[src/design/g729_pkg.sv]
package g729_pkg;

	////////////////////////////////
	// Data and sizes
	////////////////////////////////

	// Q15 coefficient word
	typedef logic signed [15:0] word16;

	localparam int lpc_order = 10;

	typedef logic [5:0] mem_addr;

	////////////////////////////////
	// Scratch memory map
	////////////////////////////////

	localparam mem_addr lsp_old_base = 6'd0;
	localparam mem_addr lsp_new_base = 6'd16;
	localparam mem_addr lsp_int_base = 6'd32;

	////////////////////////////////
	// Encodings
	////////////////////////////////

	typedef enum logic {
		op_average,
		op_copy
	} lane_op;

	typedef enum logic [1:0] {
		st_idle,
		st_average,
		st_copy,
		st_wait
	} ctrl_state;

endpackage
[src/design/lane_if.sv]
////////////////////////////////
// Controller to lane
////////////////////////////////

interface lane_if;
	logic valid;
	g729_pkg::lane_op op;
	logic [3:0] index;
	// a carries lsp_new and b carries lsp_old
	g729_pkg::word16 a;
	g729_pkg::word16 b;

	modport ctrl (
		output valid, op, index, a, b
	);

	modport lane (
		input valid, op, index, a, b
	);
endinterface

////////////////////////////////
// Lane to collector
////////////////////////////////

interface result_if;
	logic valid;
	g729_pkg::lane_op op;
	logic [3:0] index;
	g729_pkg::word16 value;

	modport lane (
		output valid, op, index, value
	);

	modport collector (
		input valid, op, index, value
	);
endinterface

[src/design/int_lpc_top.sv]
module int_lpc_top #(
	parameter int num_lanes = 2
) (
	input logic clock,
	input logic reset,
	input logic start,
	output logic busy,
	output logic done,
	input logic host_write_en,
	input g729_pkg::mem_addr host_addr,
	input g729_pkg::word16 host_write_data,
	input g729_pkg::mem_addr host_read_addr,
	output g729_pkg::word16 host_read_data
);

	g729_pkg::mem_addr read_addr_a;
	g729_pkg::mem_addr mem_read_addr_b;
	g729_pkg::word16 read_data_a;
	g729_pkg::word16 read_data_b;
	logic engine_write_en;
	g729_pkg::mem_addr engine_write_addr;
	g729_pkg::word16 engine_write_data;

	lane_if lane_bus [num_lanes] ();
	result_if result_bus [num_lanes] ();

	// Port b serves the host while idle
	assign host_read_data = read_data_b;

	scratch_mem i_scratch_mem (
		.clock(clock),
		.read_addr_a(read_addr_a),
		.read_addr_b(mem_read_addr_b),
		.read_data_a(read_data_a),
		.read_data_b(read_data_b),
		.engine_write_en(engine_write_en),
		.engine_write_addr(engine_write_addr),
		.engine_write_data(engine_write_data),
		.host_write_en(host_write_en),
		.host_write_addr(host_addr),
		.host_write_data(host_write_data)
	);

	int_lpc_ctrl #(.num_lanes(num_lanes)) i_int_lpc_ctrl (
		.clock(clock),
		.reset(reset),
		.start(start),
		.busy(busy),
		.done(done),
		.read_addr_a(read_addr_a),
		.host_read_addr(host_read_addr),
		.read_data_a(read_data_a),
		.read_data_b(read_data_b),
		.mem_read_addr_b(mem_read_addr_b),
		.lanes(lane_bus)
	);

	for (genvar g = 0; g < num_lanes; g++) begin : g_lane
		interp_lane i_interp_lane (
			.clock(clock),
			.reset(reset),
			.item(lane_bus[g]),
			.result(result_bus[g])
		);
	end

	result_collector #(.num_lanes(num_lanes)) i_result_collector (
		.clock(clock),
		.reset(reset),
		.results(result_bus),
		.write_en(engine_write_en),
		.write_addr(engine_write_addr),
		.write_data(engine_write_data),
		.done(done)
	);

endmodule

[src/design/result_collector.sv]
module result_collector #(
	parameter int num_lanes = 2
) (
	input logic clock,
	input logic reset,
	result_if.collector results [num_lanes],
	output logic write_en,
	output g729_pkg::mem_addr write_addr,
	output g729_pkg::word16 write_data,
	output logic done
);

	localparam logic [4:0] last_write = 5'(2 * g729_pkg::lpc_order - 1);

	logic [num_lanes-1:0] lane_valid;
	g729_pkg::lane_op lane_tag [num_lanes];
	logic [3:0] lane_index [num_lanes];
	g729_pkg::word16 lane_value [num_lanes];

	g729_pkg::lane_op sel_op;
	logic [3:0] sel_index;
	g729_pkg::word16 sel_value;
	logic [4:0] write_count;

	for (genvar g = 0; g < num_lanes; g++) begin : g_gather
		assign lane_valid[g] = results[g].valid;
		assign lane_tag[g] = results[g].op;
		assign lane_index[g] = results[g].index;
		assign lane_value[g] = results[g].value;
	end

	// At most one lane is valid in any cycle
	always_comb begin
		sel_op = g729_pkg::op_average;
		sel_index = '0;
		sel_value = '0;
		for (int k = 0; k < num_lanes; k++) begin
			if (lane_valid[k]) begin
				sel_op = lane_tag[k];
				sel_index = lane_index[k];
				sel_value = lane_value[k];
			end
		end
	end

	////////////////////////////////
	// Write back
	////////////////////////////////

	assign write_en = |lane_valid;
	assign write_data = sel_value;
	assign write_addr = ((sel_op == g729_pkg::op_copy) ? g729_pkg::lsp_old_base
			: g729_pkg::lsp_int_base) + g729_pkg::mem_addr'(sel_index);

	always_ff @(posedge clock) begin
		if (reset) begin
			write_count <= '0;
			done <= 1'b0;
		end else begin
			done <= 1'b0;
			if (write_en) begin
				if (write_count == last_write) begin
					write_count <= '0;
					done <= 1'b1;
				end else begin
					write_count <= write_count + 5'd1;
				end
			end
		end
	end

endmodule

[src/design/interp_lane.sv]
module interp_lane (
	input logic clock,
	input logic reset,
	lane_if.lane item,
	result_if.lane result
);

	logic s1_valid;
	g729_pkg::lane_op s1_op;
	logic [3:0] s1_index;
	g729_pkg::word16 s1_a;
	g729_pkg::word16 s1_b;

	////////////////////////////////
	// Stage one halves the operands
	////////////////////////////////

	always_ff @(posedge clock) begin
		if (reset) begin
			s1_valid <= 1'b0;
		end else begin
			s1_valid <= item.valid;
		end
	end

	always_ff @(posedge clock) begin
		s1_op <= item.op;
		s1_index <= item.index;
		if (item.op == g729_pkg::op_copy) begin
			s1_a <= item.a;
			s1_b <= '0;
		end else begin
			s1_a <= item.a >>> 1;
			s1_b <= item.b >>> 1;
		end
	end

	////////////////////////////////
	// Stage two sums the halves
	////////////////////////////////

	always_ff @(posedge clock) begin
		if (reset) begin
			result.valid <= 1'b0;
		end else begin
			result.valid <= s1_valid;
		end
	end

	// Sum of two halves cannot overflow
	always_ff @(posedge clock) begin
		result.op <= s1_op;
		result.index <= s1_index;
		result.value <= s1_a + s1_b;
	end

endmodule

[src/design/int_lpc_ctrl.sv]
module int_lpc_ctrl #(
	parameter int num_lanes = 2
) (
	input logic clock,
	input logic reset,
	input logic start,
	output logic busy,
	input logic done,
	output g729_pkg::mem_addr read_addr_a,
	input g729_pkg::mem_addr host_read_addr,
	input g729_pkg::word16 read_data_a,
	input g729_pkg::word16 read_data_b,
	output g729_pkg::mem_addr mem_read_addr_b,
	lane_if.ctrl lanes [num_lanes]
);

	localparam logic [3:0] last_index = 4'(g729_pkg::lpc_order - 1);

	g729_pkg::ctrl_state state;
	logic [3:0] index;
	logic issue;
	g729_pkg::lane_op issue_op;
	g729_pkg::mem_addr read_addr_b;

	// Tags of the read in flight
	logic item_valid;
	g729_pkg::lane_op item_op;
	logic [3:0] item_index;
	logic [3:0] lane_sel;

	////////////////////////////////
	// State machine
	////////////////////////////////

	// Low already in the done cycle so a new start is taken there
	assign busy = (state != g729_pkg::st_idle) && !done;

	always_ff @(posedge clock) begin
		if (reset) begin
			state <= g729_pkg::st_idle;
			index <= '0;
		end else begin
			case (state)
				g729_pkg::st_idle: begin
					index <= '0;
					if (start) begin
						state <= g729_pkg::st_average;
					end
				end
				g729_pkg::st_average: begin
					if (index == last_index) begin
						state <= g729_pkg::st_copy;
						index <= '0;
					end else begin
						index <= index + 4'd1;
					end
				end
				g729_pkg::st_copy: begin
					if (index == last_index) begin
						state <= g729_pkg::st_wait;
						index <= '0;
					end else begin
						index <= index + 4'd1;
					end
				end
				g729_pkg::st_wait: begin
					// Back-to-back frame if start comes with done
					if (done) begin
						state <= start ? g729_pkg::st_average : g729_pkg::st_idle;
					end
				end
				default: state <= g729_pkg::st_idle;
			endcase
		end
	end

	////////////////////////////////
	// Read addresses
	////////////////////////////////

	assign issue = (state == g729_pkg::st_average) || (state == g729_pkg::st_copy);
	assign issue_op = (state == g729_pkg::st_copy) ? g729_pkg::op_copy : g729_pkg::op_average;

	assign read_addr_a = g729_pkg::lsp_new_base + g729_pkg::mem_addr'(index);
	assign read_addr_b = g729_pkg::lsp_old_base + g729_pkg::mem_addr'(index);
	assign mem_read_addr_b = busy ? read_addr_b : host_read_addr;

	always_ff @(posedge clock) begin
		if (reset) begin
			item_valid <= 1'b0;
		end else begin
			item_valid <= issue;
		end
	end

	always_ff @(posedge clock) begin
		item_op <= issue_op;
		item_index <= index;
	end

	////////////////////////////////
	// Dispatch of item i to lane i mod num_lanes
	////////////////////////////////

	assign lane_sel = 4'(item_index % num_lanes);

	for (genvar g = 0; g < num_lanes; g++) begin : g_dispatch
		assign lanes[g].valid = item_valid && (lane_sel == 4'(g));
		assign lanes[g].op = item_op;
		assign lanes[g].index = item_index;
		assign lanes[g].a = read_data_a;
		assign lanes[g].b = read_data_b;
	end

endmodule

[src/design/scratch_mem.sv]
module scratch_mem (
	input logic clock,
	input g729_pkg::mem_addr read_addr_a,
	input g729_pkg::mem_addr read_addr_b,
	output g729_pkg::word16 read_data_a,
	output g729_pkg::word16 read_data_b,
	input logic engine_write_en,
	input g729_pkg::mem_addr engine_write_addr,
	input g729_pkg::word16 engine_write_data,
	input logic host_write_en,
	input g729_pkg::mem_addr host_write_addr,
	input g729_pkg::word16 host_write_data
);

	localparam int depth = 2 ** $bits(g729_pkg::mem_addr);

	g729_pkg::word16 mem [depth];

	////////////////////////////////
	// Write ports
	////////////////////////////////

	// Engine has priority over host
	always_ff @(posedge clock) begin
		if (engine_write_en) begin
			mem[engine_write_addr] <= engine_write_data;
		end else if (host_write_en) begin
			mem[host_write_addr] <= host_write_data;
		end
	end

	////////////////////////////////
	// Registered reads
	////////////////////////////////

	always_ff @(posedge clock) begin
		read_data_a <= mem[read_addr_a];
		read_data_b <= mem[read_addr_b];
	end

endmodule

[config.mk]
export PLATFORM = sky130hd
export DESIGN_NAME = int_lpc_top
export DESIGN_NICKNAME = d
export VERILOG_FILES = /design/src/design/g729_pkg.sv /design/src/design/lane_if.sv /design/src/design/int_lpc_top.sv /design/src/design/result_collector.sv /design/src/design/interp_lane.sv /design/src/design/int_lpc_ctrl.sv /design/src/design/scratch_mem.sv
export SDC_FILE = /design/constraint.sdc
export NUM_CORES = 2
export LEC_CHECK = 0
export ABC_AREA = 1
export BUFFER_PORTS_ARGS = -buffer_cell sky130_fd_sc_hd__buf_2
export CAP_MARGIN = 20
export CORE_MARGIN = 8
export CORE_UTILIZATION = 55
export DETAILED_ROUTE_END_ITERATION = 6
export PLACE_DENSITY = 0.76
export SLEW_MARGIN = 15
export SYNTH_ARGS = -nofsm -noshare
export SYNTH_HDL_FRONTEND = slang
export SYNTH_SLANG_ARGS = --single-unit
[constraint.sdc]
create_clock -name clock -period 2.7 [get_ports clock]
set_input_delay 0 -clock clock [delete_from_list [all_inputs] [get_ports clock]]
set_output_delay 0 -clock clock [all_outputs]
set_load 0.01 [all_outputs]
==> out/qor.yml <==
place:
  hpwlAfterDp_um: 89400
  dp_slack_ns: -0.228
  io_buffers: 49
  gp_congestion: 0.909
clock_network:
  cts_tree: "built"
  cts_buffers: 112
  cts-root-buf: "clkbuf_16"
  clk_pin_slew_ns: 0.06
  clk_path_buf_depth: 3
  clock-sinks: 1135
  cts.htree.levels: 3
  worstSkewPairLatency_ns: 0.70
global_routing:
  grt_pass1_wl_um: 223000
  grt_max_degree: 131
  antenna_found_initial: 7
  grtUsageTotal_pct: 28.5
  grt_pass1_vias: 36400
  grt.overflow.total: 0
outcome:
  violations: "DRC, setup timing"
  outcome: "finished with violations"
synthesis:
  yosys.area.top_type: "edfxtp_1"
  synth_edf_count: 1024
  ys_seq_area_share_pct: 64.8
  async_flop_share_pct: 0
  synth_seq_cells: 1135
  ys.flop_type: "edfxtp_1"
  syn_inst: 5188
  synth_most_common_cell: "nand3_1"
  synth.net_count: 5243
  synth_common_cells: "nand3_1, nand2_1, inv_1, edfxtp_1, a21oi_1"
  netlist_area_um2: 50900
  synth.area.top_cells: "edfxtp_1, nand3_1, nand2_1, inv_1, dfxtp_1"
  synth.top_cell.area_share_pct: 60.4
  avgSynthCellArea_um2: 9.81
  yosys.cell_types.count: 41
  ys.warnings.count: 0
sta:
  tightest_slew_ns: 0.910
  setup_ws_ns: -0.0175
  max_freq_ghz: 0.368
  rsz0062_at_grt: "yes"
  finalMaxSlewViolations: 0
  finClkSkew_ns: 0.0259
  setup_violations: 1
  maxSlewHeadroom_pct: 39.3
  period_share_pct: 101
  hold_viol_final: 0
  period_minus_slack_ns: 2.72
detailed_routing:
  routed_wl_um: 153000
  vias: 38600
  drtIter0Drc: 5978
  wl_per_cell_um: 23.2
  dr.pass1.iters: 7
  via_per_inst: 5.85
  drc: 2
  postRouteAntennaNets: 0
cells_and_area:
  layout.nets: 5373
  final_core_util_pct: 63.8
  area_growth_pct: 14.8
  drive_above_1_share_pct: 10.1
min_path:
  hold_class: "input pin to flip-flop"
  hold_depth: 3
die:
  fp-row-count: 111
  fp.coreArea_um2: 91700
  die_x_um: 320
  start_util_pct: 55.5
  ioPinCount: 50
  dieArea_um2: 103000
  die_h_um: 320
run:
  maxCapViolCount: 0
worst_setup_path:
  r2r_setup_slack_ns: -0.02
  worstSetupStartpointType: "flip-flop"
  required_ns: 3.33
  crit_path_max_fanout: 40
  crit_path_end_kind: "flip-flop"
  critPathKind: "flip-flop to flip-flop"
  rr_worst_depth: 15
  cp.arrival_ns: 3.35
power_and_ir_drop:
  peakVddDrop_mv: 0.684
  p_leak_uw: 0.0249
  power_density_nw_per_um2: 1000
  finalPower_uw: 58500
-- routing by layer --
layer / share of wire [%] / GRT usage (%) / vias to the layer above
met5: 0.0059 / 0 / -
met4: 5.4 / 14.1 / 2
met3: 13 / 7.08 / 422
met2: 45 / 44.5 / 2665
met1: 36 / 37.2 / 18200
li1: - / - / 17300
-- through the flow --
stage                     TNS [ns]  area [µm²]  std cells  hold slack (ns)
final                      -0.0175       58500       6600           0.0348
after global routing        -0.170       58400       6599           0.0291
after CTS                        0       57900       6566         0.000214
after detailed placement     -1.47       54100       6355            0.314
after global placement       -1.20       54100       6355            0.310
after floorplan                  0       50900       5188           0.0785
-- cells in the final DEF, fill, tap and decap left out, drive strengths merged, types with 2 or more instances in the layout --
cell / instances
o22ai: 5
a21oi: 184
a22o: 16
nand2: 1058
nor2: 118
xor2: 12
nor3: 8
o21ai: 152
diode: 2
nand3: 1119
a31oi: 2
nand4: 2
bufinv: 7
inv: 1037
clkinvlp: 6
a211oi: 3
xnor2: 5
edfxtp: 1024
dfxtp: 111
a311o: 16
clkbuf: 150
buf: 292
ha: 22
dlygate4sd3: 2
clkinv: 49
o21bai: 3
-- registers in the layout, indices dropped and copies added, names as in the netlist, 5 cells and up --
signal / count
g_lane.i_interp_lane.s1_b: 15
i_scratch_mem.read_data_a: 16
i_scratch_mem.mem: 1024
i_result_collector.write_count: 5
g_lane.i_interp_lane.s1_a: 16
i_scratch_mem.read_data_b: 16
g_lane.i_interp_lane.result.value: 16
-- layout make-up --
cell class / count / area, µm²
clock buffers: 143 / 3040
fillers: 6850 / 33200
repair buffers: 301 / 3510
flip-flops and latches: 1135 / 33000
inverters: 1034 / 3890
diodes: 2 / 5.00
well taps: 1186 / 1480
clock inverters: 65 / 549
multi-input cells: 2734 / 13000
-- path summary, 6_finish.rpt --
kind	from	end
worst max register to register	i_int_lpc_ctrl.state[1]$_SDFFE_PP0P_	i_scratch_mem.read_data_b[14]$_DFF_P_
worst min register to register	g_lane[1].i_interp_lane.s1_index[0]$_DFF_P_	g_lane[1].i_interp_lane.result.index[0]$_DFF_P_
worst max-delay path	i_int_lpc_ctrl.state[1]$_SDFFE_PP0P_	i_scratch_mem.read_data_b[14]$_DFF_P_
worst min-delay path	host_write_data[1]	i_scratch_mem.mem[32][1]$_DFFE_PP_
-- power by group --
group,switching [µW],internal [µW]
Sequential,683,20600
Clock,6730,8630
Combinational,14700,7130
-- logic make-up after synthesis --
kind of cell             after synthesis  share of synthesized area [%]
buffers and inverters               1320                           10.2
XOR/XNOR                              17                          0.293
AND/OR/NAND/NOR                     2307                           19.9
multiplexers                           1                         0.0221
AO/OA/AOI/OAI                        385                           4.19
adder cells (fa/ha/maj)               23                          0.580
flip-flops                          1135                           64.8
-- worst max-delay path, cell delays in order, from the launching register on --
cell and delay (ns):
dfxtp_1 0.31, inv_1 0.09, ha_2 0.23, inv_1 0.07, nand2_2 0.15, buf_4 0.18, nand2_1 0.08, o21ai_4 0.10
buf_12 0.20, buf_12 0.24, nand3_1 0.12, nand3_1 0.13, nand3_1 0.17, nand3_1 0.23, nand3_2 0.22, nand2_1 0.13
-- timing repair --
action	4_1_cts	5_1_grt
gates cloned	1	8
setup endpoints to repair	13	16
pin swaps	1	1
hold endpoints to repair	17	0
setup buffers	0	24
gates resized for setup	24	34
hold buffers	2	0
(Power assumes the default switching activity.)
